$ cat config.mk
export PLATFORM = sky130hd
export DESIGN_NAME = mem_bus_ctrl
export DESIGN_NICKNAME = d
export VERILOG_FILES = /design/src/hdl/mem_pkg.sv /design/src/hdl/mem_bus_ctrl.sv
export SDC_FILE = /design/constraint.sdc
export NUM_CORES = 1
export LEC_CHECK = 0
export BUFFER_PORTS_ARGS = -buffer_cell sky130_fd_sc_hd__buf_2
export CAP_MARGIN = 5
export CORE_AREA = 2 2 168 170
export DETAILED_ROUTE_END_ITERATION = 8
export DIE_AREA = 0 0 170 172
export PLACE_DENSITY_LB_ADDON = 0.05
export SYNTH_ARGS = -nofsm -noshare
export SYNTH_HDL_FRONTEND = slang
export SYNTH_SLANG_ARGS = --single-unit
$ cat constraint.sdc
create_clock -name GCLK -period 3.1 [get_ports GCLK]
set_input_delay 0.62 -clock GCLK [delete_from_list [all_inputs] [get_ports GCLK]]
set_output_delay 0.62 -clock GCLK [all_outputs]
set_load 0.05 [all_outputs]
$ cat src/hdl/mem_pkg.sv
`default_nettype none

package mem_pkg;

    typedef logic [31:0] mem_addr_t;  // Byte address
    typedef logic [31:0] mem_data_t;
    typedef logic [1:0]  mem_size_t;
    typedef logic [3:0]  mem_strb_t;  // One enable per byte lane

    // Size code 3 is handled like a word everywhere
    localparam mem_size_t SIZE_BYTE = 2'd0;
    localparam mem_size_t SIZE_HALF = 2'd1;
    localparam mem_size_t SIZE_WORD = 2'd2;

    localparam mem_addr_t RAM_BASE = 32'h0000_0000;
    localparam mem_addr_t FB_BASE  = 32'h0300_0000;

    typedef logic [3:0] bist_step_t;

    // Steps 0 to 7 land in main RAM and 8 to 14 in the frame buffer
    localparam int        BIST_STEPS  = 15;
    localparam mem_addr_t BIST_STRIDE = 32'h0000_0404;
    localparam mem_data_t BIST_KEY    = 32'h5A5A_A5A5;

    localparam logic [7:0] LED_RUN  = 8'hFF;
    localparam logic [7:0] LED_PASS = 8'h0F;
    localparam logic [7:0] LED_FAIL = 8'hF0;

    typedef enum logic [2:0] {
        WRITE,
        READ,
        CHECK,
        PASS,
        FAIL
    } bist_state_t;

endpackage : mem_pkg

`default_nettype wire

$ cat src/hdl/mem_bus_ctrl.sv
`timescale 1ns/1ns
`default_nettype none

module mem_bus_ctrl #(
    parameter int RAM_WORDS = 4096,
    parameter int FB_WORDS  = 2048
) (
    input  wire logic                           GCLK,
    input  wire logic                           BTND,
    input  wire logic                           bus_req,
    input  wire logic                           bus_write,
    input  wire mem_pkg::mem_addr_t             bus_addr,
    input  wire mem_pkg::mem_size_t             bus_size,
    input  wire mem_pkg::mem_data_t             bus_wdata,
    output mem_pkg::mem_data_t                  bus_rdata,
    output logic                                bus_pause,
    input  wire logic                           gfx_en,
    input  wire mem_pkg::mem_addr_t             gfx_addr,
    output mem_pkg::mem_data_t                  gfx_data,
    input  wire logic                           bist_active,
    input  wire logic                           bist_req,
    input  wire logic                           bist_write,
    input  wire mem_pkg::mem_addr_t             bist_addr,
    input  wire mem_pkg::mem_data_t             bist_wdata,
    output logic                                bist_pause,
    output mem_pkg::mem_data_t                  bist_rdata,
    output logic                                ram_en,
    output mem_pkg::mem_strb_t                  ram_we,
    output logic [$clog2(RAM_WORDS)-1:0]        ram_addr,
    output mem_pkg::mem_data_t                  ram_wdata,
    input  wire mem_pkg::mem_data_t             ram_rdata,
    output logic                                fb_en,
    output mem_pkg::mem_strb_t                  fb_we,
    output logic [$clog2(FB_WORDS)-1:0]         fb_addr,
    output mem_pkg::mem_data_t                  fb_wdata,
    input  wire mem_pkg::mem_data_t             fb_rdata
);

    localparam int          RAM_AW  = $clog2(RAM_WORDS);
    localparam int          FB_AW   = $clog2(FB_WORDS);
    localparam logic [21:0] RAM_LIM = 22'(RAM_WORDS);
    localparam logic [21:0] FB_LIM  = 22'(FB_WORDS);

    logic               m_req, m_write;
    mem_pkg::mem_addr_t m_addr;
    mem_pkg::mem_size_t m_size;
    mem_pkg::mem_data_t m_wdata;
    logic               m_ram_hit, m_fb_hit, gfx_hit;
    logic               collide, go;
    mem_pkg::mem_strb_t strb;
    mem_pkg::mem_data_t lanes;
    logic [1:0]         m_lane;
    logic               rd_pend, rd_ram, rd_fb;
    mem_pkg::mem_size_t rd_size;
    logic [1:0]         rd_lane;
    mem_pkg::mem_data_t rd_raw, rd_shift, rd_now, rd_hold;
    logic               gfx_pend, gfx_hit_q;
    mem_pkg::mem_data_t gfx_now, gfx_hold;

    // The self-test owns the bus until it reaches PASS or FAIL
    assign m_req   = bist_active ? bist_req   : bus_req;
    assign m_write = bist_active ? bist_write : bus_write;
    assign m_addr  = bist_active ? bist_addr  : bus_addr;
    assign m_size  = bist_active ? mem_pkg::SIZE_WORD : bus_size;
    assign m_wdata = bist_active ? bist_wdata : bus_wdata;

    assign m_ram_hit = (m_addr[31:24] == mem_pkg::RAM_BASE[31:24]) && (m_addr[23:2] < RAM_LIM);
    assign m_fb_hit  = (m_addr[31:24] == mem_pkg::FB_BASE[31:24]) && (m_addr[23:2] < FB_LIM);
    assign gfx_hit   = (gfx_addr[31:24] == mem_pkg::FB_BASE[31:24]) && (gfx_addr[23:2] < FB_LIM);

    // Graphics wins the frame buffer, the master waits
    assign collide    = m_req & m_fb_hit & gfx_en;
    assign go         = m_req & ~collide;
    assign bus_pause  = bist_active | collide;
    assign bist_pause = bist_active & collide;

    always_comb begin
        case (m_size)
            mem_pkg::SIZE_BYTE: begin
                strb   = mem_pkg::mem_strb_t'(4'b0001 << m_addr[1:0]);
                lanes  = {4{m_wdata[7:0]}};
                m_lane = m_addr[1:0];
            end
            mem_pkg::SIZE_HALF: begin
                strb   = m_addr[1] ? 4'b1100 : 4'b0011;
                lanes  = {2{m_wdata[15:0]}};
                m_lane = {m_addr[1], 1'b0};  // Aligned down to the halfword
            end
            default: begin
                strb   = 4'b1111;
                lanes  = m_wdata;
                m_lane = 2'd0;
            end
        endcase
    end

    assign ram_en    = go & m_ram_hit;
    assign ram_we    = (ram_en & m_write) ? strb : '0;
    assign ram_addr  = m_addr[RAM_AW+1:2];
    assign ram_wdata = lanes;

    assign fb_en    = (gfx_en & gfx_hit) | (go & m_fb_hit);
    assign fb_we    = (go & m_fb_hit & m_write) ? strb : '0;
    assign fb_addr  = gfx_en ? gfx_addr[FB_AW+1:2] : m_addr[FB_AW+1:2];
    assign fb_wdata = lanes;

    always_ff @(posedge GCLK, posedge BTND) begin
        if (BTND) begin
            rd_pend   <= 1'b0;
            rd_ram    <= 1'b0;
            rd_fb     <= 1'b0;
            rd_size   <= mem_pkg::SIZE_WORD;
            rd_lane   <= 2'd0;
            rd_hold   <= '0;
            gfx_pend  <= 1'b0;
            gfx_hit_q <= 1'b0;
            gfx_hold  <= '0;
        end else begin
            rd_pend <= go & ~m_write;
            if (go & ~m_write) begin
                rd_ram  <= m_ram_hit;
                rd_fb   <= m_fb_hit;
                rd_size <= m_size;
                rd_lane <= m_lane;
            end
            if (rd_pend) begin
                rd_hold <= rd_now;  // Keeps the result after the bank moves on
            end
            gfx_pend <= gfx_en;
            if (gfx_en) begin
                gfx_hit_q <= gfx_hit;
            end
            if (gfx_pend) begin
                gfx_hold <= gfx_now;
            end
        end
    end

    // Unmapped reads fall through to zero
    always_comb begin
        if (rd_ram) begin
            rd_raw = ram_rdata;
        end else if (rd_fb) begin
            rd_raw = fb_rdata;
        end else begin
            rd_raw = '0;
        end
        rd_shift = rd_raw >> {rd_lane, 3'b000};
        case (rd_size)
            mem_pkg::SIZE_BYTE: rd_now = {24'd0, rd_shift[7:0]};
            mem_pkg::SIZE_HALF: rd_now = {16'd0, rd_shift[15:0]};
            default:            rd_now = rd_raw;
        endcase
    end

    assign bus_rdata  = rd_pend ? rd_now : rd_hold;
    assign bist_rdata = bus_rdata;

    assign gfx_now  = gfx_hit_q ? fb_rdata : '0;
    assign gfx_data = gfx_pend ? gfx_now : gfx_hold;

endmodule : mem_bus_ctrl

`default_nettype wire

=== After elaboration in Yosys (flattened, before gate mapping) ===
Index checks and enable logic that the tools add are counted.

* Flip-flop bits (word level): 73
* Input port bits: 234
* Output and inout port bits: 195
* Word-level logic and storage cells: 56

* Magnitude comparators: 3
* Equal/unequal tests: 4
* Shift-type cells: 2
* Muxes and demuxes: 18
* Bitwise operators: 14
* Reductions and logical operators: 6

{| class="wikitable"
|+ Operators with widths
! kind !! number
|-
| $mux 32 || 7
|-
| $pmux 32 s2 || 2
|-
| $lt 22x12->1 const B || 2
|-
| $shr 32x5->16 || 1
|-
| $lt 22x13->1 const B || 1
|-
| $eq 8x2->1 const B || 2
|-
| $mux 4 || 3
|-
| $mux 11 || 1
|-
| $and 1x1->1 || 10
|-
| $logic_not 8->1 || 1
|-
| $pmux 4 s2 || 1
|-
| $eq 2x1->1 const B || 2
|-
| $logic_not 2->1 || 2
|-
| $pmux 2 s2 || 1
|-
| $shl 1x2->4 const A || 1
|-
| $logic_and 1x1->1 || 3
|-
| $mux 1 || 2
|-
| $mux 2 || 1
|-
| $not 1->1 || 2
|-
| $or 1x1->1 || 2
|}

=== Depth between registers and ports, before layout ===
* Depth after elaboration: 10
* Depth in mapped cells: 8
* Depth with buffers taken out: 5

=== Worst setup path before layout ===
Ideal clock, no wire load.

* Path kind: in2out
* Start: input port bist_active
* End: output port ram_wdata[19]
* Arrival time: 3014 ps
* Required time: 2480 ps
* Setup slack: -534 ps
* Stages: 7
* Buffers on the path: 6
* Cells stage by stage: buf_6 buf_2 buf_2 buf_2 clkbuf_1 o21ai_0 buf_4

* Cells in the longest elaborated chain, start to end: 3
* Elaborated cells on any way between the ends: 5
* Those cells by class: 1 x eq/ne; 3 x mux; 1 x reduce/logical

{| class="wikitable"
|+ Ends and longest elaborated chain
! element !! RTL line !! text
|-
| from (decl) || mem_bus_ctrl.sv:20 || <nowiki>input wire logic bist_active,</nowiki>
|-
| $mux 2 || mem_bus_ctrl.sv:64 || <nowiki>assign m_size = bist_active ? mem_pkg::SIZE_WORD : bus_size;</nowiki>
|-
| $eq 2x1->1 or $logic_not 2->1 (tied branches) || mem_bus_ctrl.sv:78 || <nowiki>case (m_size)</nowiki>
|-
| $pmux 32 s2 (*) || mem_bus_ctrl.sv:78 ||
|-
| to (decl) || mem_bus_ctrl.sv:30 || <nowiki>output mem_pkg::mem_data_t ram_wdata,</nowiki>
|}

Every way passes the cells marked *; elsewhere a longest branch is shown, timed or not.

=== Worst setup path in the final report ===
* Start: input port bist_active
* End: output port ram_we[3]

* Cells in the longest elaborated chain, start to end: 10
* Elaborated cells on any way between the ends: 22
* Those cells by class: 2 x order compare; 2 x eq/ne; 1 x shift; 7 x mux; 6 x bitwise; 4 x reduce/logical

{| class="wikitable"
|+ Ends and longest elaborated chain
! element !! RTL line !! text
|-
| $mux 32 || mem_bus_ctrl.sv:63 || <nowiki>assign m_addr = bist_active ? bist_addr : bus_addr;</nowiki>
|-
| $lt 22x12->1 or $eq 8x2->1 (tied branches) || mem_bus_ctrl.sv:68 || <nowiki>assign m_fb_hit = (m_addr[31:24] == mem_pkg::FB_BASE[31:24]) && (m_addr[23:2] < FB_LIM);</nowiki>
|-
| $logic_and 1x1->1 || mem_bus_ctrl.sv:68 ||
|-
| $and 1x1->1 (2 in a row) || mem_bus_ctrl.sv:72 || <nowiki>assign collide = m_req & m_fb_hit & gfx_en;</nowiki>
|-
| $not 1->1 || mem_bus_ctrl.sv:73 || <nowiki>assign go = m_req & ~collide;</nowiki>
|-
| $and 1x1->1 || mem_bus_ctrl.sv:73 ||
|-
| $and 1x1->1 || mem_bus_ctrl.sv:97 || <nowiki>assign ram_en = go & m_ram_hit;</nowiki>
|-
| $and 1x1->1 || mem_bus_ctrl.sv:98 || <nowiki>assign ram_we = (ram_en & m_write) ? strb : '0;</nowiki>
|-
| $mux 4 (*) || mem_bus_ctrl.sv:98 ||
|-
| to (decl) || mem_bus_ctrl.sv:28 || <nowiki>output mem_pkg::mem_strb_t ram_we,</nowiki>
|}

Marked as above.

==> flow_summary.ini <==
[timing]
setup_viol = 0
rsz0062_at_grt = yes
max_freq_ghz = 0.327
fin_setup_tns_ps = 0
finClkSkew_ps = 7.74
min_period_ps = 3060
hold_viol_final = 0
slew_headroom = 0.276
post-route-period-util = 0.988
worstMarginPinSlew_ps = 1090
holdWs_ps = 340
finalMaxSlewViolations = 0

[critical_path]
slowest_stage = or4_4
path_cells = buf_4 > nor4_4 > nand4_1 > and2_4 > or4_4 > buf_4 > nor3_4 > buf_6
crit_top_cell = buf_4
timing.rr.start = rd_fb
reg2reg_slack_ps = 1160
crit_path_end_kind = output port
reg2reg_depth = 6
cpPeakStageDelay_ps = 570
crit_required_ps = 2480
worstPathArrival_ps = 2440
startpoint_type = input port
r2r_end = rd_hold[12]
path_max_fanout = 5
critical_path_class = in -> out

[cts]
cts_inserted_buffers = 9
h-tree-depth = 3
insertion_delay_ps = 340
cts_tree = built
cts-root-buf = clkbuf_16
cts.path.max_buffers = 2
clkTransAtPathRegs_ps = 60
cts.sink_count = 73

[logic_synthesis]
synth.cell_area_um2 = 5340
yosys_warnings = 0
synth-edff-count = 0
synth_flop_cell = dfrtp_1
synth_seq_area_share = 0.342
async_flop_share = 1.00
avgSynthCellArea_um2 = 8.64
synth.net_count = 852
synth_cells = 618
yosys_register_bits = 73
ys_types = 53

[pwr]
ir_worst_vdd_mv = 0.205
power_leakage_uw = 0.00404
power.density_nw_per_um2 = 496

[drt]
antenna_left = 0
wire_per_inst_um = 19.7
routed_via_density = 4.46
drt-initial-drc-count = 278
first_pass_iters = 4
drt_wl_total_um = 26200
drc = 0
via_count = 5946

[global_route]
antenna_found_initial = 3
grt_pass1_vias = 5864
overflow = 0
grtUsageTotal = 0.169
grt_max_degree = 45
grt_pass1_wl_um = 36600

[finish]
fillers = 3024
mostFrequentLayoutCell = buf_2
drive_above_1_share = 0.586
mostFrequentLayoutCells = 406 x buf_2, 71 x dfrtp_1, 51 x inv_1
syn_to_final_growth_pct = 54.6
nNetsFinal = 1215
final_cells = 1334

[floorplan]
start_util = 0.194
core.rowCount = 61
ios = 429
die_h_um = 172
coreArea_um2 = 27500
die_area_um2 = 29200
die_w_um = 170

[flow_run]
cap_violations = 0

[status]
status = finished clean

[placed_design]
place_inst = 1312
routabilityCongestion = 0.768
port_buffers = 424
dp_hpwl_um = 21900

[min_path]
min_path_type = in -> async
metrics by stage:
| stage | util | cell area (µm²) | total power (µW) | setup slack (ps) |
|---|---|---|---|---|
| floorplan | - | 5600 | 2600 | -253 |
| CTS | 0.295 | 8100 | 4140 | 11.7 |
| detailed placement | 0.283 | 7770 | 3040 | -49.1 |
| finish | 0.301 | 8260 | 4100 | 38.2 |
| global route | 0.301 | 8260 | 4300 | -38.1 |
| global placement | 0.283 | 7770 | 3050 | -31.6 |
critical path: cells and delay by family:
family | cells | cell delay [ps]
buffers and inverters | 3 | 480
and+or+nand+nor | 5 | 1340
synth_stat cells, types with 9 or more instances:
master / instances / share of area
mux2_2: 36 / 0.076
buf_4: 64 / 0.090
nand3_1: 32 / 0.030
nand2_1: 36 / 0.025
dfrtp_1: 72 / 0.34
o22ai_1: 15 / 0.018
a221oi_1: 14 / 0.023
nand2b_1: 9 / 0.011
nor3_1: 10 / 0.0094
mux2i_1: 25 / 0.047
inv_1: 52 / 0.037
a22oi_1: 32 / 0.045
nor2_1: 21 / 0.015
o21ai_0: 63 / 0.059
clkbuf_1: 35 / 0.025
a21oi_1: 12 / 0.011
worst max path at each step:
| stage | start | end | slack (ps) | depth (start not counted) |
|---|---|---|---|---|
| after CTS | bist_addr[22] | ram_we[3] | 10 | 7 |
| after detailed placement | bist_addr[22] | ram_we[1] | -50 | 7 |
| after global placement | bist_addr[22] | ram_we[1] | -30 | 7 |
| after floorplan | bist_active | ram_wdata[27] | -250 | 5 |
| after global routing | bist_addr[28] | fb_we[2] | -40 | 8 |
| final | bist_active | ram_we[3] | 40 | 8 |
kinds of logic (layout without fill, tap and decap cells):
kind of cell / after synthesis / in the layout / synth area share
buffers and inverters: 166 / 534 / 0.166
AND/OR/NAND/NOR: 136 / 136 / 0.136
multiplexers: 64 / 64 / 0.129
other: 0 / 2 / 0
AO/OA/AOI/OAI: 179 / 179 / 0.227
flip-flops: 73 / 73 / 0.342
per-layer routing:
metal  routed length (µm)  share of wire  GRT usage  up-vias
met2                14000           0.54      0.323      243
met3                 1540          0.059     0.0359       26
li1                     -              -          -     2912
met5                    7        0.00027          0        -
met4                  618          0.024     0.0550        2
met1                10000           0.38      0.187     2763
repair_timing:
action | 4_1_cts | 5_1_grt
setup buffers | 0 | 4
endpoints found under the setup margin | 8 | 22
resized for setup | 8 | 25
hold buffers | 0 | 0
hold endpoints to repair | 0 | 0
pin swaps | 0 | 7
area by class of cell:
type                    instances  area, µm²  share of cell area
inverters                      55        208              0.0252
clock buffers                  10        239              0.0289
well taps                     346        433              0.0524
diodes                          2       5.00            0.000606
flip-flops and latches         73       1830               0.222
multi-input cells             379       2930               0.354
clock inverters                 6       66.3             0.00803
repair buffers                463       2550               0.309
state kept, by name (all words and copies together) (netlist names):
| signal | count |
|---|---|
| gfx_hit_q | 1 |
| gfx_hold | 32 |
| gfx_pend | 1 |
| rd_fb | 1 |
| rd_hold | 32 |
| rd_lane | 2 |
| rd_pend | 1 |
| rd_ram | 1 |
| rd_size | 2 |
power breakdown:
part / leakage, µW / internal [µW] / switching, µW / total (µW)
clock: 0.000141 / 646 / 423 / 1070
sequential: 0.000981 / 1030 / 42.8 / 1080
combinational: 0.00292 / 515 / 1440 / 1950
(Power assumes the default switching activity.)
