File: config.mk
export PLATFORM = sky130hd
export DESIGN_NAME = bist_fsm
export DESIGN_NICKNAME = d
export VERILOG_FILES = /design/src/hdl/mem_pkg.sv /design/src/hdl/bist_fsm.sv
export SDC_FILE = /design/constraint.sdc
export NUM_CORES = 1
export LEC_CHECK = 0
export ABC_AREA = 1
export BUFFER_PORTS_ARGS = -buffer_cell sky130_fd_sc_hd__buf_2
export CAP_MARGIN = 5
export CORE_UTILIZATION = 34
export DETAILED_ROUTE_END_ITERATION = 8
export GPL_ROUTABILITY_DRIVEN = 0
export PLACE_DENSITY = 0.85
export SLEW_MARGIN = 20
export SYNTH_ARGS = -nofsm -noshare
export SYNTH_HDL_FRONTEND = slang
export SYNTH_SLANG_ARGS = --single-unit
File: constraint.sdc
create_clock -name GCLK -period 1.4 [get_ports GCLK]
set_clock_uncertainty 0.15 [all_clocks]
set_input_delay 0.14 -clock GCLK [delete_from_list [all_inputs] [get_ports GCLK]]
set_output_delay 0.14 -clock GCLK [all_outputs]
set_load 0.02 [all_outputs]
File: src/hdl/mem_pkg.sv
`default_nettype none

package mem_pkg;

    typedef logic [31:0] mem_addr_t;  // Byte address
    typedef logic [31:0] mem_data_t;
    typedef logic [1:0]  mem_size_t;
    typedef logic [3:0]  mem_strb_t;  // One enable per byte lane

    // Size code 3 is handled like a word everywhere
    localparam mem_size_t SIZE_BYTE = 2'd0;
    localparam mem_size_t SIZE_HALF = 2'd1;
    localparam mem_size_t SIZE_WORD = 2'd2;

    localparam mem_addr_t RAM_BASE = 32'h0000_0000;
    localparam mem_addr_t FB_BASE  = 32'h0300_0000;

    typedef logic [3:0] bist_step_t;

    // Steps 0 to 7 land in main RAM and 8 to 14 in the frame buffer
    localparam int        BIST_STEPS  = 15;
    localparam mem_addr_t BIST_STRIDE = 32'h0000_0404;
    localparam mem_data_t BIST_KEY    = 32'h5A5A_A5A5;

    localparam logic [7:0] LED_RUN  = 8'hFF;
    localparam logic [7:0] LED_PASS = 8'h0F;
    localparam logic [7:0] LED_FAIL = 8'hF0;

    typedef enum logic [2:0] {
        WRITE,
        READ,
        CHECK,
        PASS,
        FAIL
    } bist_state_t;

endpackage : mem_pkg

`default_nettype wire

File: src/hdl/bist_fsm.sv
`timescale 1ns/1ns
`default_nettype none

module bist_fsm (
    input  wire logic               GCLK,
    input  wire logic               BTND,
    input  wire logic               bist_pause,
    input  wire mem_pkg::mem_data_t bist_rdata,
    input  wire mem_pkg::mem_data_t bist_wdata,
    input  wire logic               step_last,
    output logic                    bist_active,
    output logic                    bist_req,
    output logic                    bist_write,
    output logic                    step_adv,
    output logic                    step_clr,
    output logic [7:0]              LD
);

    mem_pkg::bist_state_t state, state_next;

    always_ff @(posedge GCLK, posedge BTND) begin
        if (BTND) begin
            state <= mem_pkg::WRITE;
        end else begin
            state <= state_next;
        end
    end

    always_comb begin
        state_next = state;
        step_adv   = 1'b0;
        step_clr   = 1'b0;
        case (state)
            mem_pkg::WRITE: begin
                if (!bist_pause) begin
                    if (step_last) begin
                        step_clr   = 1'b1;  // Read-back starts again at step 0
                        state_next = mem_pkg::READ;
                    end else begin
                        step_adv = 1'b1;
                    end
                end
            end
            mem_pkg::READ: begin
                if (!bist_pause) begin
                    state_next = mem_pkg::CHECK;
                end
            end
            mem_pkg::CHECK: begin
                // The counter has not moved since READ so bist_wdata is still the expected word
                if (bist_rdata != bist_wdata) begin
                    state_next = mem_pkg::FAIL;
                end else if (step_last) begin
                    state_next = mem_pkg::PASS;
                end else begin
                    step_adv   = 1'b1;
                    state_next = mem_pkg::READ;
                end
            end
            default: begin
                state_next = state;  // PASS and FAIL hold until reset
            end
        endcase
    end

    assign bist_active = (state == mem_pkg::WRITE) || (state == mem_pkg::READ) ||
                         (state == mem_pkg::CHECK);
    assign bist_req    = (state == mem_pkg::WRITE) || (state == mem_pkg::READ);
    assign bist_write  = (state == mem_pkg::WRITE);

    always_comb begin
        case (state)
            mem_pkg::PASS: LD = mem_pkg::LED_PASS;
            mem_pkg::FAIL: LD = mem_pkg::LED_FAIL;
            default:       LD = mem_pkg::LED_RUN;
        endcase
    end

endmodule : bist_fsm

`default_nettype wire

# Yosys cells after proc, flatten, opt, wreduce, memory -nomap -nowiden
# Index checks and enable logic that the tools add are counted.
# word_totals
mem_count	0
ram_bits	0
ff_bits	3
word_cells	28
latchBits	0
input_bits	68
rom_bits	0
# classes
multipliers	0
n_reduce_logical	5
eq_ne	8
n_bitwise	0
mux	14
add_sub_neg	0
n_lt_le_gt_ge	0
shifts	0
n_div	0
# op_table
cell	count
!= test 32 bit	1
one-hot mux 8 bit (2 select lines)	1
2-to-1 mux 3 bit	4
one-hot mux 3 bit (3 select lines)	1
== test 3 x 2 -> 1 bit, second input constant	2
2-to-1 mux 1 bit	6
!= test 2 bit, second input constant	3
AND reduction 4 bit	1
== test 3 x 1 -> 1 bit, second input constant	1
== test 3 bit, second input constant	1
zero test 3 bit	1
nonzero test 3 bit	1
logical OR 1 bit	2
2-to-1 mux 2 bit	1
one-hot mux 1 bit (2 select lines)	1

# Longest topological paths before layout
# Gate-level depths: netlist of the first run.
# depth
depth_word	3
ltp_mapped	10
depth_no_buf	10

# Worst setup path after synthesis of the first run
# Ideal clock, no wire load.
# synth_timing
kind	register to output
from	reg state[0]
to	out step_adv
arrival_time_ns	1.343
path_buffers	0
setup_slack_ns	-0.233
path_stages_with_launch	6
t_required_ns	1.110
cell_sequence	dfrtp_1 -> inv_1 -> nand2_2 -> nor2_1 -> nand2_1 -> a21oi_1
# synth_between
elab_chain_len	2
elab_cells_between_ends	3
cone_classes	eq/ne: 1; mux: 1; reduce/logical: 1
# synth_rtl
item	line_no	source
start: declaration	bist_fsm.sv:19	mem_pkg::bist_state_t state, state_next;
start signal: assignment	bist_fsm.sv:23	state <= mem_pkg::WRITE;
start signal: assignment	bist_fsm.sv:25	state <= state_next;
zero test 3 bit	--	
via bist_write	bist_fsm.sv:13	output logic bist_write,
one-hot mux 1 bit (2 select lines)	bist_fsm.sv:33	case (state)
end: declaration	bist_fsm.sv:14	output logic step_adv,
# The timed path passes the listed nets, and every way through them passes these cells.

# Worst setup path after layout of the first run
# layout_timing
from	reg state[0]
to	out step_clr
# layout_between
elab_chain_len	2
# layout_rtl
item	line_no	source
zero test 3 bit	bist_fsm.sv:33	
2-to-1 mux 1 bit	bist_fsm.sv:33	
end: declaration	bist_fsm.sv:15	output logic step_clr,
# Every way passes these cells.

==> results.json, run 1 <==
{
  "synthCells": 139,
  "min_path_type": "input pin to register",
  "placementRows": 16,
  "grt_pass1_wl_mm": 3.353,
  "clock_latency_ns": 0.24,
  "cts_buffer_depth": 2,
  "fin_area_um2": 1368,
  "pwr-share-seq_pct": 18.0,
  "p_switching_w": 0.0001601,
  "start_util_pct": 37.25,
  "largest_reg_flops": 3,
  "setup_viol": 7,
  "drive_above_1_share_pct": 48.25,
  "rsz0062_at_grt": "yes",
  "relSlewSlack_pct": 83.85,
  "drtPass1Iterations": 4,
  "worst-path-buf-inv": 3,
  "crit_fanout": 4,
  "p_clk_share_pct": 30.8,
  "grt_max_degree": 5,
  "hold_viol": 0,
  "cts_tree": "yes",
  "status": "complete, but fails checks",
  "grt_pass1_vias": 968,
  "path_cells": "inv_2, nand2_4, buf_4, nor4_4, buf_4",
  "max_stage_delay_ns": 0.38,
  "final.period_utilization_pct": 113.1,
  "drtIter0Drc": 10,
  "top_regs": "state (3)",
  "period_needed_ns": 1.584,
  "synth_warnings": 0,
  "largest-register": "state",
  "antennaDiodeCount": 0,
  "grt_use_total_pct": 17.80,
  "end_kind": "output pin",
  "critPathRequiredTime_ns": 1.11,
  "crit_path_start_kind": "register",
  "chipWidth_um": 49.07,
  "power_frac_comb_pct": 51.2,
  "cp_common_cell": "buf_4",
  "vias": 1089,
  "cpLargestDelayFamily": "buffers and inverters",
  "synth_nets": 207,
  "synthDistinctLibCells": 13,
  "synth_seq_area_share_pct": 9.967,
  "critPathArrivalTime_ns": 1.29,
  "place_area_um2": 1212,
  "r2r_slack_ns": 0.03,
  "postSynthAreaPerCell_um2": 5.419,
  "drc": 0,
  "drv_cap": 0,
  "fillCellCount": 180,
  "timing.hold.ws_ns": 0.09837,
  "core_um2": 2022,
  "p_leak_nw": 0.7894,
  "cts.sink_count": 3,
  "setup_ws_ns": -0.1836,
  "tightest_slew_ns": 0.2404,
  "slew_violations": 0,
  "die_area_um2": 2407,
  "routed_wl_mm": 2.057,
  "slowest_stage": "dfrtp_1",
  "p_int_w": 0.0003385,
  "cts.htree.levels": 1,
  "io_buffer_count": 80,
  "power_density_nw_per_um2": 364.6,
  "area_growth_syn_to_layout_pct": 81.56,
  "peakVddDrop_mv": 0.2180,
  "ios": 81,
  "critical_path_class": "register to output pin",
  "clock-root-buffer": "clkbuf_4",
  "avgRoutedWirePerCell_um": 8.067,
  "grt_remaining_overflow": 0,
  "dp.final_hpwl_mm": 1.743,
  "numCtsBuffers": 3,
  "nNetsFinal": 297,
  "tns_ns": -0.5181,
  "die_y_um": 49.07,
  "switching_share_pct": 32.11,
  "path_clk_slew_ns": 0.04,
  "syn-cell-area_um2": 753.2,
  "antenna_found_initial": 0,
  "ant_nets": 0,
  "fmax_mhz": 631.5,
  "violations": "negative setup slack",
  "p_total_w": 0.0004986,
  "ys_seq_elements": 3,
  "vias_per_cell": 4.271
}
-- per-stage QoR --
stage | setup WS, ns | std cells | util [%]
global placement | -0.08659 | 248 | 59.96
global route | -0.2393 | 255 | 67.64
CTS | -0.1515 | 253 | 64.73
floorplan | -0.04758 | 139 | -
detailed placement | -0.08989 | 248 | 59.96
finish | -0.1836 | 255 | 67.64
-- worst reg2reg max path, stage by stage (launching register included) --
cell     delay [ns]
dfrtp_1        0.38
inv_2          0.10
nand2_4        0.08
nor2_2         0.17
nor4_4         0.07
buf_4          0.14
a21oi_1        0.10
nand2_1        0.07
-- Yosys cell counts (all sizes together) --
cell type	n	area share [%]
dfrtp	3	10
nor2	14	7.6
nor4	1	1.7
xnor2	22	26
nand2	57	29
nand3	3	2.0
nand4	1	0.83
o21ai	1	1.2
inv	25	12
buf	6	6.0
a21oi	6	4.0
-- cell usage in the layout (no fill, tap or decap) --
cell / n
nand3_4: 1
nor2_2: 4
nor2_1: 8
nand2_1: 56
nand3_2: 1
dfrtp_1: 2
xnor2_1: 22
nand3_1: 1
nor2_4: 2
dfrtp_2: 1
clkbuf_4: 3
nor4_4: 1
buf_6: 7
nand2_4: 1
inv_1: 22
inv_2: 3
buf_4: 11
o21ai_2: 1
clkbuf_1: 1
a21oi_2: 1
buf_2: 72
dlygate4sd3_1: 1
a21oi_1: 4
a21oi_4: 1
nand4_1: 1
-- repair_timing --
| action | 4_1_cts | 5_1_grt |
|---|---|---|
| gates resized for setup | 18 | 12 |
| pin swaps | 0 | 1 |
| cloned | 0 | 0 |
| hold endpoints to repair | 3 | 0 |
| hold buffers | 1 | 0 |
| buffers inserted | 0 | 2 |
| endpoints found under the setup margin | 8 | 14 |
-- power by group through the flow --
stage	clock network [W]	logic, W	registers [W]
finish	0.000154	0.000255	0.0000897
global route	0.000171	0.000290	0.0000899
CTS	0.000158	0.000257	0.0000896
detailed placement	0	0.000252	0.0000905
global placement	0	0.000246	0.0000904
floorplan	0	0.000129	0.0000915
-- final timing paths --
| check | start | to | cells after the start |
|---|---|---|---|
| min reg2reg | state[0] | state[0] | 3 |
| max | state[0] | step_clr | 5 |
| min | step_last | state[1] | 3 |
| max in group asynchronous | BTND | state[1] | 3 |
| min in group asynchronous | BTND | state[2] | 3 |
| max reg2reg | state[0] | state[0] | 7 |
-- cells by family (layout without fill, tap and decap cells) --
family	Yosys count	after routing	share of synthesized area [%]
flip-flops	3	3	9.967
buffers and inverters	31	120	18.44
XOR/XNOR	22	22	25.58
AND/OR/NAND/NOR	76	76	40.86
AO/OA/AOI/OAI	7	7	5.150
-- layer usage --
metal  part of all wire [%]  GRT usage [%]  vias up
li1                       -              -      579
met1                     36          15.73      452
met2                     56          37.90       55
met3                    7.0          1.869        3
met4                    1.1          8.824        0
met5                      0              0        -
-- cell type report --
| class | count | area, um^2 | area share, % |
|---|---|---|---|
| clock buffer | 4 | 26.28 | 1.921 |
| sequential | 3 | 76.32 | 5.581 |
| inverter | 25 | 93.84 | 6.862 |
| multi-input combinational | 105 | 605.6 | 44.28 |
| timing repair buffer | 91 | 531.8 | 38.88 |
| tap | 27 | 33.78 | 2.470 |
Power figures use the tool's default switching activity.
==> run 2, diff against run 1 <==
--- a/config.mk
+++ b/config.mk
@@ -12,6 +12,7 @@
 export DETAILED_ROUTE_END_ITERATION = 8
 export GPL_ROUTABILITY_DRIVEN = 0
 export PLACE_DENSITY = 0.85
+export SKIP_LAST_GASP = 1
 export SLEW_MARGIN = 20
 export SYNTH_ARGS = -nofsm -noshare
 export SYNTH_HDL_FRONTEND = slang
==> run 2 against run 1 <==
  * Fmax grew 0.42%
  * The run still ends with negative setup slack left
  * First-iteration DRC count grew 60%
  * Worst hold slack gained 0.00097 ns
==> results.json, run 2 (synthesis gave the netlist of run 1 again) <==
{
  "status": "complete, but fails checks",
  "violations": "negative setup slack",
  "clock-root-buffer": "clkbuf_4",
  "cts.sink_count": 3,
  "hold_start": "step_last",
  "timing.rr.start": "state[2]",
  "power_density_nw_per_um2": 370.1,
  "hold_viol": 0,
  "multi_input_area_um2": 603.1,
  "path_clk_slew_ns": 0.04,
  "cts_buffer_depth": 2,
  "drtIter0Drc": 16,
  "crit_path_start_kind": "register",
  "critPathRequiredTime_ns": 1.11,
  "drv_cap": 0,
  "timing.hold.ws_ns": 0.09934,
  "cts_tree": "yes",
  "ff2ff_path_depth": 7,
  "slowest_stage": "dfrtp_1",
  "cp_common_cell": "buf_4",
  "critical_path_class": "register to output pin",
  "fin_area_um2": 1346,
  "cts.htree.levels": 1,
  "grt_remaining_overflow": 0,
  "end_kind": "output pin",
  "r2r_end": "state[0]",
  "crit_fanout": 4,
  "final_cell_mix": "72 x buf_2, 56 x nand2_1, 22 x xnor2_1, 22 x inv_1, 16 x buf_4",
  "ant_nets": 0,
  "post-place-ws_ns": -0.08989,
  "io_buffer_count": 80,
  "nNetsFinal": 297,
  "die_area_um2": 2407,
  "setup_viol": 7,
  "final.period_utilization_pct": 112.6,
  "path_cells": "inv_2, nand2_4, buf_4, nor4_4, buf_4",
  "vias_per_cell": 4.231,
  "chipWidth_um": 49.07,
  "slew_violations": 0,
  "grt_pass1_vias": 968,
  "whs_endpoint": "state[1]",
  "min_path_cells": 3,
  "placementRows": 16,
  "start_util_pct": 37.25,
  "drc": 0,
  "antennaDiodeCount": 0,
  "cp.depth": 5,
  "largest_reg_flops": 3,
  "ios": 81,
  "antenna_found_initial": 0,
  "top_regs": "state (3)",
  "setup_ws_ns": -0.1770,
  "critPathArrivalTime_ns": 1.29,
  "area_growth_syn_to_layout_pct": 78.74,
  "max_stage_delay_ns": 0.39,
  "peakVddDrop_mv": 0.2189,
  "rsz0062_at_grt": "yes",
  "grt_max_degree": 5,
  "relSlewSlack_pct": 84.52,
  "clock_latency_ns": 0.24,
  "drtPass1Iterations": 3,
  "area.sequential_um2": 76.32,
  "period_needed_ns": 1.577,
  "fmax_mhz": 634.1,
  "final_common_cell": "buf_2",
  "routed_wl_mm": 2.045,
  "grt_use_total_pct": 17.80,
  "avgRoutedWirePerCell_um": 8.020,
  "cpLargestDelayFamily": "buffers and inverters",
  "core_um2": 2022,
  "drive_above_1_share_pct": 48.68,
  "dp.final_hpwl_mm": 1.743,
  "r2r_slack_ns": 0.03,
  "vias": 1079,
  "fillCellCount": 188,
  "grt_pass1_wl_mm": 3.353,
  "min_path_type": "input pin to register",
  "worst-path-buf-inv": 3,
  "p_leak_nw": 0.7868,
  "place_area_um2": 1212,
  "largest-register": "state",
  "tightest_slew_ns": 0.2305,
  "die_y_um": 49.07,
  "numCtsBuffers": 3
}
run 2: cell count changes in the layout (fill, tap and decap cells not counted):
cell and change:
buf_4 +5, nand3_4 -1, nand3_2 +2, buf_6 -5
nand3_1 -1
run 2: tightest hold or removal path: cells and delay by family:
family / cells / cell delay (ns)
AO/OA/AOI/OAI: 1 / 0.07
buffers and inverters: 1 / 0.13
AND/OR/NAND/NOR: 1 / 0.10
run 2: report_power, final:
| part | leakage (nW) | total [W] | switching (W) | internal, W |
|---|---|---|---|---|
| Sequential | 0.0339 | 0.0000897 | 0.000000961 | 0.0000887 |
| Clock | 0.0150 | 0.000153 | 0.0000465 | 0.000107 |
| Combinational | 0.738 | 0.000255 | 0.000112 | 0.000143 |
run 2: area by class of cell:
class                      count  share of cell area, %
clock buffer                   4                  1.952
sequential                     3                  5.669
tap                           27                  2.509
multi-input combinational    105                  44.80
timing repair buffer          91                  38.10
inverter                      25                  6.970
run 2: how the worst max path moves through the flow:
stage	start	to	slack, ns
after floorplan	state[0]	state[0]	-0.05
after global placement	bist_wdata[23]	step_adv	-0.09
after detailed placement	bist_wdata[0]	step_adv	-0.09
after CTS	state[2]	step_adv	-0.15
after global routing	state[0]	step_adv	-0.23
final	state[2]	step_clr	-0.18
run 2: timing repair:
action	4_1_cts	5_1_grt
hold buffers	1	0
setup endpoints to repair	8	14
setup buffers	0	2
gates cloned	0	0
resized for setup	16	9
pin swaps	0	1
endpoints found under the hold margin	3	0
run 2: through the flow:
stage               instances  util, %   power, W  setup TNS [ns]
finish                    255    66.58  0.0004983         -0.4801
global placement          248    59.96  0.0003365        -0.08659
detailed placement        248    59.96  0.0003422        -0.08989
floorplan                 139        -  0.0002205        -0.09275
CTS                       253    64.54  0.0005044         -0.4796
global route              255    66.58  0.0005521         -0.9712
run 2: layer usage:
layer  global-route usage (%)  vias up  routed length, um
met1                    15.73      444                737
met2                    37.90       51               1159
met3                    1.869        3                126
met5                        0        -                  0
met4                    8.824        0                 22
li1                         -      581                  -
