`src/hdl/mem_pkg.sv`:
```
`default_nettype none

package mem_pkg;

    typedef logic [31:0] mem_addr_t;  // Byte address
    typedef logic [31:0] mem_data_t;
    typedef logic [1:0]  mem_size_t;
    typedef logic [3:0]  mem_strb_t;  // One enable per byte lane

    // Size code 3 is handled like a word everywhere
    localparam mem_size_t SIZE_BYTE = 2'd0;
    localparam mem_size_t SIZE_HALF = 2'd1;
    localparam mem_size_t SIZE_WORD = 2'd2;

    localparam mem_addr_t RAM_BASE = 32'h0000_0000;
    localparam mem_addr_t FB_BASE  = 32'h0300_0000;

    typedef logic [3:0] bist_step_t;

    // Steps 0 to 7 land in main RAM and 8 to 14 in the frame buffer
    localparam int        BIST_STEPS  = 15;
    localparam mem_addr_t BIST_STRIDE = 32'h0000_0404;
    localparam mem_data_t BIST_KEY    = 32'h5A5A_A5A5;

    localparam logic [7:0] LED_RUN  = 8'hFF;
    localparam logic [7:0] LED_PASS = 8'h0F;
    localparam logic [7:0] LED_FAIL = 8'hF0;

    typedef enum logic [2:0] {
        WRITE,
        READ,
        CHECK,
        PASS,
        FAIL
    } bist_state_t;

endpackage : mem_pkg

`default_nettype wire

```
`src/hdl/bist_counter.sv`:
```
`timescale 1ns/1ns
`default_nettype none

module bist_counter (
    input  wire logic        GCLK,
    input  wire logic        BTND,
    input  wire logic        step_adv,
    input  wire logic        step_clr,
    output mem_pkg::mem_addr_t bist_addr,
    output mem_pkg::mem_data_t bist_wdata,
    output logic             step_last
);

    mem_pkg::bist_step_t step;
    mem_pkg::bist_step_t idx;
    mem_pkg::mem_addr_t  offset;
    logic                in_fb;

    // Clear wins over advance
    always_ff @(posedge GCLK, posedge BTND) begin
        if (BTND) begin
            step <= '0;
        end else if (step_clr) begin
            step <= '0;
        end else if (step_adv) begin
            step <= step + 4'd1;
        end
    end

    // The upper steps index into the frame buffer from its own base
    assign in_fb  = (step >= 4'd8);
    assign idx    = in_fb ? (step - 4'd8) : step;
    assign offset = {28'd0, idx} * mem_pkg::BIST_STRIDE;

    assign bist_addr  = (in_fb ? mem_pkg::FB_BASE : mem_pkg::RAM_BASE) + offset;
    assign bist_wdata = bist_addr ^ mem_pkg::BIST_KEY;

    assign step_last = (step == mem_pkg::bist_step_t'(mem_pkg::BIST_STEPS - 1));

endmodule : bist_counter

`default_nettype wire

```
`config.mk`:
```
export PLATFORM = sky130hd
export DESIGN_NAME = bist_counter
export DESIGN_NICKNAME = d
export VERILOG_FILES = /design/src/hdl/mem_pkg.sv /design/src/hdl/bist_counter.sv
export SDC_FILE = /design/constraint.sdc
export NUM_CORES = 1
export LEC_CHECK = 0
export BUFFER_PORTS_ARGS = -buffer_cell sky130_fd_sc_hd__buf_2
export CAP_MARGIN = 40
export CORE_MARGIN = 2
export CORE_UTILIZATION = 39
export DETAILED_ROUTE_END_ITERATION = 6
export PLACE_DENSITY_LB_ADDON = 0.05
export SLEW_MARGIN = 30
export SYNTH_ARGS = -nofsm -noshare
export SYNTH_HDL_FRONTEND = slang
export SYNTH_SLANG_ARGS = --single-unit
```
`constraint.sdc`:
```
create_clock -name GCLK -period 2.84 [get_ports GCLK]
set_input_delay 0.568 -clock GCLK [delete_from_list [all_inputs] [get_ports GCLK]]
set_output_delay 0.568 -clock GCLK [all_outputs]
set_load 0.01 [all_outputs]
```
# Yosys cells after proc, flatten, opt, wreduce, memory -nomap -nowiden
# Cells that the tools add are included.
# Widths: inputs -> output; s select.
# totals
ff_bits	4
input_bits	4
out_inout_bits	65
wordCells	13
# op_classes
add_sub_neg	3
mul	1
order_cmp	1
n_eq_ne	1
mux	4
n_bitwise	1
reduce_logical	1
# ops
cell	count
$add 26x15->27	1
$mux 26	1
$not 13->16	1
$mul 4x9->13 const B	1
$mux 4	3
$add 4x1->4 const B	1
$eq 4x4->1 const B	1
$ge 4x4->1 const B	1
$sub 4x4->4 const B	1
$reduce_bool 2->1	1

# Depth between registers and ports, before layout
# Gate-level depths: netlist of run 1.
# logic_depth
depth_word	5
depth_mapped	4
depth_no_buf	4

# Worst setup path after synthesis of run 1
# OpenSTA, ideal clock, no wires.
# synth_timing
path_kind	register to output
from	register step[0]
to	output port step_last
arrival_time_ns	0.931
required_ns	2.272
setup_slack_ns	1.341
stages_incl_launch_ff	4
path_buffers	0
path_cell_list	dfrtp_1 inv_1 ha_1 and3_1
# synth_via
elab_chain_cells	1
# synth_rtl
element	line_no	source
start, declared	bist_counter.sv:14	mem_pkg::bist_step_t step;
start signal, assigned	bist_counter.sv:26	step <= step + 4'd1;
$eq 4x4->1	bist_counter.sv:38	assign step_last = (step == mem_pkg::bist_step_t'(mem_pkg::BIST_STEPS - 1));
end, declared	bist_counter.sv:11	output logic step_last
# Every way passes these cells.

# Worst setup path after layout of run 1
# Same ends and word-level chain as after synthesis.

==> results of run 1 <==
==> stage by stage <==
step                      instances  hold WS [ps]  worst slack, ps  utilization, %
after global routing            119         228.2            955.2           33.19
after detailed placement        116         457.1             1239           31.88
after global placement          116         462.4             1283           31.88
final                           119         206.9             1015           33.19
after CTS                       119         209.4            993.5           33.19
after floorplan                 134         334.1             1341               -
==> cells in the final DEF, fill, tap and decap left out <==
| master | count |
|---|---|
| conb_1 | 48 |
| buf_2 | 20 |
| inv_1 | 4 |
| dfrtp_1 | 4 |
| nor2_1 | 3 |
| ha_1 | 3 |
| clkbuf_4 | 3 |
| xnor2_1 | 1 |
| mux2i_1 | 1 |
| a21bo_2 | 1 |
| nand3b_1 | 1 |
| a21oi_1 | 1 |
| and3_1 | 1 |
| nor2b_1 | 1 |
| nand4_1 | 1 |
| mux2_4 | 1 |
==> area by class of cell <==
class | count | area (sq um)
inverters | 4 | 15.01
flip-flops and latches | 4 | 100.1
well taps | 25 | 31.28
multi-input cells | 63 | 304.0
fillers | 194 | 1154
clock buffers | 3 | 22.52
repair buffers | 20 | 100.1
==> logic make-up (layout without fill, tap and decap cells) <==
logic type	after synthesis	in the layout	synth area share, %
AO/OA/AOI/OAI	2	2	2.097
buffers and inverters	67	27	67.66
other	2	48	1.049
XOR/XNOR	1	1	1.224
AND/OR/NAND/NOR	7	7	5.247
flip-flops	4	4	13.99
multiplexers	2	2	3.496
adder cells (fa/ha/maj)	3	3	5.245
==> final timing paths <==
kind                            cells after the start                  end           startpoint
min in group GCLK                                   2  step[2]$_DFFE_PP0P_             step_clr
max in group asynchronous                           2  step[0]$_DFFE_PP0P_                 BTND
worst max-delay path                                4            step_last  step[0]$_DFFE_PP0P_
worst min register to register                      2  step[0]$_DFFE_PP0P_  step[0]$_DFFE_PP0P_
worst max register to register                      4  step[1]$_DFFE_PP0P_  step[0]$_DFFE_PP0P_
worst min-delay path                                2  step[3]$_DFFE_PP0P_                 BTND
==> report_power, final <==
part / switching [W] / total [W] / internal, W
Sequential: 0.00000539 / 0.0000657 / 0.0000603
Clock: 0.0000219 / 0.0000690 / 0.0000471
Combinational: 0.0000469 / 0.0000611 / 0.0000143
==> routing by layer <==
layer  GRT usage [%]  part of all wire (%)  vias to the layer above
li1                -                     -                      168
met1           4.872                    34                      154
met2           9.863                    44                       43
met3           1.154                    20                        2
met4           5.000                   1.9                        0
met5               0                     0                        -
==> out/results.tsv, run 1 <==
metric	value	unit
status	completed	
die_w	46.84	um
rsz0062_at_grt	no	
grt_use_total	5.408	%
drt-vias-per-instance	3.084	
clk_latency	230	ps
die_height	46.84	um
cts_setup_buffers	0	
start_util	41.45	%
cts_inserted_buffers	3	
num_rows	15	
largest-register	step	
max-cap-violations	0	
syn_area	715.7	sq um
power.total	0.0001958	W
grt_pass1_vias	192	
coreArea	1727	sq um
largest_register_ffs	4	
arrival	1260	ps
slowest_delay	420	ps
largest_registers	step: 4 flops	
hold_class	in -> async	
synth_common_cells	buf_4, dfrtp_1, inv_1, ha_1, nor2_1	
slew_viol_final	0	
synth_top_area_share	65.03	%
synth_area_per_cell	8.133	sq um
crit_family	flip-flops	
skew	3.567	ps
yosysMostFrequentCell	buf_4	
synthTopCellsByArea	buf_4, dfrtp_1, ha_1	
path_class	reg -> out	
cts_resized	0	
synthToLayoutAreaGrowth	-19.93	%
synth_cell_types	16	
postRouteAntennaNets	0	
cts_tree	yes	
start_kind	register	
first_pass_iters	2	
yosysTopAreaCell	buf_4	
min_period_over_period	64.27	%
grt_max_degree	10	
p_leak	0.3908	nW
synthFlopType	dfrtp_1	
pin_count	69	
design_area	573.1	sq um
hpwlAfterDp	658.1	um
numPortBuffers	20	
dpl_cell_area	550.5	sq um
synth-async-reset-ratio	100.0	%
ir_worst_vdd	0.1349	mV
drc	0	
hold_viol	0	
period_minus_slack	1825	ps
r2r_slack	1700	ps
tns	0	ps
synth_edf_count	0	
die-area	2194	sq um
nNetsFinal	103	
cts.sinks	4	
h-tree-depth	1	
yosysSeqAreaShare	13.99	%
antenna_found_initial	0	
num_vias	367	
cp_cell_sequence	inv_1 -> ha_1 -> and3_1 -> buf_2	
required	2270	ps
clock-root-buffer	clkbuf_4	
drive_above_1_share	26.60	%
overflow	0	
routabilityCongestion	0.6211	
fmax	0.5478	GHz
critPathMaxFanout	6	
crit_buf_inv	2	
powerDensity	341.7	nW/um^2
final-setup-viol-count	0	
first_iter_violations	6	
wl_per_cell	6.168	um
cts_hold_buf	0	
ys_warn_count	0	
drt_wl_total	734	um
clockBufferDepth	2	
grt_pass1_wl	793	um
slowest_stage	dfrtp_1	
path_clk_slew	40	ps
end_kind	primary output	
syn_inst	88	
diodes	0	
synth-seq-cells	4	
Note: power is estimated with default switching activity, not from simulation.
==> run 2, diff against run 1 <==
--- a/config.mk
+++ b/config.mk
@@ -8,7 +8,7 @@
 export BUFFER_PORTS_ARGS = -buffer_cell sky130_fd_sc_hd__buf_2
 export CAP_MARGIN = 40
 export CORE_MARGIN = 2
-export CORE_UTILIZATION = 39
+export CORE_UTILIZATION = 36
 export DETAILED_ROUTE_END_ITERATION = 6
 export PLACE_DENSITY_LB_ADDON = 0.05
 export SLEW_MARGIN = 30
==> constraint.sdc (replaced) <==
create_clock -name GCLK -period 1.9 [get_ports GCLK]
set_input_delay 0.38 -clock GCLK [delete_from_list [all_inputs] [get_ports GCLK]]
set_output_delay 0.38 -clock GCLK [all_outputs]
set_load 0.01 [all_outputs]
==> out/results.tsv, run 2 (same netlist as run 1, synthesis figures left out) <==
metric	value	unit	change
nNetsFinal	103		unchanged
cts_hold_buf	0		unchanged
path_class	reg -> out		unchanged
start_kind	register		unchanged
die_height	48.59	um	was 46.84 um
worstRegToRegCells	4		unchanged
required	1520	ps	was 2270 ps
reg2reg_to	step[1]$_DFFE_PP0P_		unchanged
postRouteAntennaNets	0		unchanged
clock-root-buffer	clkbuf_4		unchanged
h-tree-depth	1		unchanged
end_kind	primary output		unchanged
numPortBuffers	20		unchanged
num_rows	16		was 15
tns	0	ps	unchanged
skew	8.218	ps	was 3.567 ps
die_w	48.59	um	was 46.84 um
grt_pass1_wl	1.110	mm	was 793 um
status	completed		unchanged
largest-register	step		unchanged
critical_path.endpoint	step_last		unchanged
path_clk_slew	40	ps	about the same
final-setup-viol-count	0		unchanged
critPathMaxFanout	6		unchanged
overflow	0		unchanged
largest_registers	step: 4 flops		unchanged
largest_register_ffs	4		unchanged
drt_wl_total	830	um	was 734 um
rsz0062_at_grt	no		unchanged
hold_viol	0		unchanged
clk_latency	240	ps	was 230 ps
synthToLayoutAreaGrowth	-19.58	%	was -19.93%
layout_commonest_cell	conb_1		unchanged
start_util	37.24	%	was 41.45%
ir_worst_vdd	0.2119	mV	was 0.1349 mV
coreArea	1922	sq um	was 1727 sq um
num_vias	367		unchanged
period_minus_slack	1671	ps	
drt-vias-per-instance	3.033		was 3.084
pin_count	69		unchanged
hold_class	in -> async		unchanged
cts_tree	yes		unchanged
grt_use_total	6.523	%	was 5.408%
crit_path_start	step[0]$_DFFE_PP0P_		unchanged
max-cap-violations	0		unchanged
mostFrequentLayoutCells	conb_1, buf_2, inv_1, dfrtp_1		unchanged
p_leak	0.3908	nW	unchanged
grt_max_degree	10		unchanged
die-area	2361	sq um	was 2194 sq um
powerDensity	519.8	nW/um^2	was 341.7 nW/um^2
min_period_over_period	87.93	%	
reg2reg_from	step[0]$_DFFE_PP0P_		unchanged
wl_per_cell	6.860	um	was 6.168 um
arrival	1290	ps	was 1260 ps
r2r_slack	740	ps	was 1700 ps
fmax	0.5985	GHz	
routabilityCongestion	0.6636		was 0.6211
cts.sinks	4		unchanged
hpwlAfterDp	702.6	um	was 658.1 um
grt_pass1_vias	247		was 192
first_pass_iters	2		unchanged
antenna_found_initial	0		unchanged
first_iter_violations	4		was 6
drive_above_1_share	26.60	%	unchanged
clockBufferDepth	2		unchanged
drc	0		unchanged
diodes	0		unchanged
cts_inserted_buffers	3		unchanged
cts_resized	0		unchanged
cts_setup_buffers	0		unchanged
power.total	0.0002992	W	was 0.0001958 W
slew_viol_final	0		unchanged
## run 2: per-layer routing
metal / wire (um) / track usage [%] / vias up
li1: - / - / 167
met1: 267 / 6.667 / 162
met2: 409 / 10.19 / 38
met3: 154 / 4.630 / 0
met4: 0 / 2.857 / 0
met5: 0 / 0 / -
## run 2: cell type report
type | count | area [sq um]
fill | 220 | 1346
tap | 27 | 33.78
multi-input combinational | 63 | 304.0
sequential | 4 | 100.1
inverter | 4 | 15.01
timing repair buffer | 20 | 100.1
clock buffer | 3 | 22.52
## run 2: how the worst min path moves through the flow
stage	to	depth (start not counted)
after floorplan	step[0]$_DFFE_PP0P_	1
after global placement	step[3]$_DFFE_PP0P_	2
after detailed placement	step[3]$_DFFE_PP0P_	2
after CTS	step[3]$_DFFE_PP0P_	2
after global routing	step[0]$_DFFE_PP0P_	2
final	step[0]$_DFFE_PP0P_	2
## run 2: through the flow
stage | setup WS, ps | hold WS, ps | utilization, % | area [sq um] | instances
2_1_floorplan | 588.9 | 146.1 | - | 888.4 | 134
3_5_place_dp | 476.7 | 276.8 | 28.78 | 553.0 | 118
5_1_grt | 138.2 | 33.37 | 29.95 | 575.6 | 121
4_1_cts | 212.3 | 19.14 | 29.95 | 575.6 | 121
3_3_place_gp | 519.4 | 275.5 | 28.78 | 553.0 | 118
6_report | 229.3 | 20.88 | 29.95 | 575.6 | 121
## run 2: worst max-delay path, stage by stage, from the launching register on
cell,delay [ps]
dfrtp_1,430
inv_1,110
ha_1,200
and3_1,180
buf_2,140
## run 2: where the power goes
part           internal, W  switching [W]
Sequential       0.0000900     0.00000812
Clock            0.0000709      0.0000381
Combinational    0.0000215      0.0000706
Total             0.000182       0.000117
==> run 3, diff against run 2 <==
--- a/config.mk
+++ b/config.mk
@@ -7,6 +7,7 @@
 export LEC_CHECK = 0
 export BUFFER_PORTS_ARGS = -buffer_cell sky130_fd_sc_hd__buf_2
 export CAP_MARGIN = 40
+export CORE_ASPECT_RATIO = 0.75
 export CORE_MARGIN = 2
 export CORE_UTILIZATION = 36
 export DETAILED_ROUTE_END_ITERATION = 6
==> out/results.tsv, run 3 (same netlist as run 1, synthesis figures left out) <==
metric	value	unit	change
status	completed		unchanged
drt-vias-per-instance	3.129		was 3.033
internal-power	0.0001823	W	was 0.0001824 W
num_rows	13		was 16
min_period_over_period	88.21	%	was 87.93%
period_minus_slack	1676	ps	was 1671 ps
setup_ws	224.0	ps	was 229.3 ps
grt_pass1_wl	1.166	mm	was 1.110 mm
ir_worst_vdd	0.2632	mV	was 0.2119 mV
largest_register_ffs	4		unchanged
routabilityCongestion	0.7107		was 0.6636
rsz0062_at_grt	no		unchanged
h-tree-depth	1		unchanged
final-setup-viol-count	0		unchanged
required	1520	ps	about the same
clock-root-buffer	clkbuf_4		unchanged
p_leak	0.3908	nW	unchanged
clk_latency	240	ps	about the same
hold_class	in -> async		unchanged
skew	8.952	ps	was 8.218 ps
place_ws	462.6	ps	was 476.7 ps
design_area	569.3	sq um	was 575.6 sq um
powerDensity	525.4	nW/um^2	was 519.8 nW/um^2
antenna_found_initial	0		unchanged
hpwlAfterDp	710.1	um	was 702.6 um
switching_share	39.04	%	was 39.03%
path_clk_slew	40	ps	about the same
drt_wl_total	839	um	was 830 um
largest_registers	step: 4 flops		unchanged
highest_layer	met3		unchanged
crit_family	flip-flops		unchanged
end_kind	primary output		unchanged
multi_input_area	304.0	sq um	unchanged
first_iter_violations	7		was 4
power_frac_seq	33.0	%	was 32.8%
grt_pass1_vias	253		was 247
power_frac_clock	36.2	%	was 36.4%
coreArea	1805	sq um	was 1922 sq um
wl_met2	369	um	was 409 um
nNetsFinal	103		unchanged
fill_cells	205		was 220
start_util	39.64	%	was 37.24%
dpl_cell_area	546.8	sq um	was 553.0 sq um
die-area	2364	sq um	was 2361 sq um
grt_max_degree	10		unchanged
numPortBuffers	20		unchanged
largest-register	step		unchanged
final_core_util	31.53	%	was 29.95%
max-cap-violations	0		unchanged
cp_cell_sequence	inv_1 -> ha_1 -> and3_1 -> buf_2		unchanged
cts_resized	0		unchanged
pin_count	69		unchanged
drive_above_1_share	26.60	%	unchanged
tns	0	ps	unchanged
path_class	reg -> out		unchanged
start_kind	register		unchanged
clockBufferDepth	2		unchanged
holdWs	15.95	ps	was 20.88 ps
overflow	0		unchanged
synthToLayoutAreaGrowth	-20.45	%	was -19.58%
slowest_stage	dfrtp_1		unchanged
cts.sinks	4		unchanged
slew_viol_final	0		unchanged
cts_inserted_buffers	3		unchanged
die_w	55.49	um	was 48.59 um
first_pass_iters	4		was 2
mostFrequentLayoutCells	conb_1, buf_2, inv_1, dfrtp_1		unchanged
die_height	42.62	um	was 48.59 um
ff_latch_area	100.1	sq um	unchanged
cts_tree	yes		unchanged
wl_per_cell	7.233	um	was 6.860 um
layout_commonest_cell	conb_1		unchanged
grt_use_total	6.771	%	was 6.523%
met1_length	318	um	was 267 um
p_switching	0.0001168	W	about the same
hold_viol	0		unchanged
drc	0		unchanged
met3_length	150	um	was 154 um
crit_buf_inv	2		unchanged
num_vias	363		was 367
cts_hold_buf	0		unchanged
diodes	0		unchanged
cts_setup_buffers	0		unchanged
fmax	0.5967	GHz	was 0.5985 GHz
slowest_delay	440	ps	was 430 ps
pwr-share-comb	30.8	%	about the same
critPathMaxFanout	6		unchanged
postRouteAntennaNets	0		unchanged
arrival	1300	ps	was 1290 ps
[run 3: cell counts in the layout (fill, tap and decap cells not counted)]
Identical to the previous run, type by type.
[run 3: area by class of cell]
class	count	share of cell area [%]
inverters	4	2.637
repair buffers	20	17.58
well taps	22	4.835
flip-flops and latches	4	17.58
multi-input cells	63	53.41
clock buffers	3	3.956
[run 3: through the flow]
stage | instances | total power, W
after floorplan | 134 | 0.0002583
after global placement | 113 | 0.0001922
after detailed placement | 113 | 0.0001909
after CTS | 116 | 0.0003047
after global routing | 116 | 0.0003242
final | 116 | 0.0002991
[run 3: power by group through the flow]
stage                     Combinational (W)  Sequential [W]  Clock [W]
after floorplan                    0.000160       0.0000979          0
after global placement            0.0000927       0.0000994          0
after detailed placement          0.0000907        0.000100          0
after CTS                         0.0000911       0.0000989   0.000115
after global routing               0.000102        0.000100   0.000122
final                             0.0000920       0.0000987   0.000108
[run 3: worst paths after layout]
kind                                startpoint                   to  slack, ps  depth (start not counted)
setup / recovery           step[0]$_DFFE_PP0P_            step_last        220                          4
hold reg to reg            step[0]$_DFFE_PP0P_  step[0]$_DFFE_PP0P_        650                          2
max in group asynchronous                 BTND  step[1]$_DFFE_PP0P_       1720                          2
hold / removal                            BTND  step[3]$_DFFE_PP0P_         20                          2
min in group GCLK                     step_clr  step[0]$_DFFE_PP0P_        350                          2
setup reg to reg           step[0]$_DFFE_PP0P_  step[1]$_DFFE_PP0P_        710                          4
[run 3: worst reg2reg max path, delay by kind of cell, from the launching register on]
| family | cells | cell delay (ps) |
|---|---|---|
| flops | 1 | 440 |
| buf+inv | 1 | 120 |
| fa+ha+maj | 1 | 310 |
| simple gates | 1 | 60 |
| mux | 1 | 140 |
[run 3: metal layers]
layer  GRT usage [%]  vias to the layer above
met5               0                        -
met3           5.556                        0
met4           2.927                        0
met2           10.24                       40
li1                -                      167
met1           6.789                      156
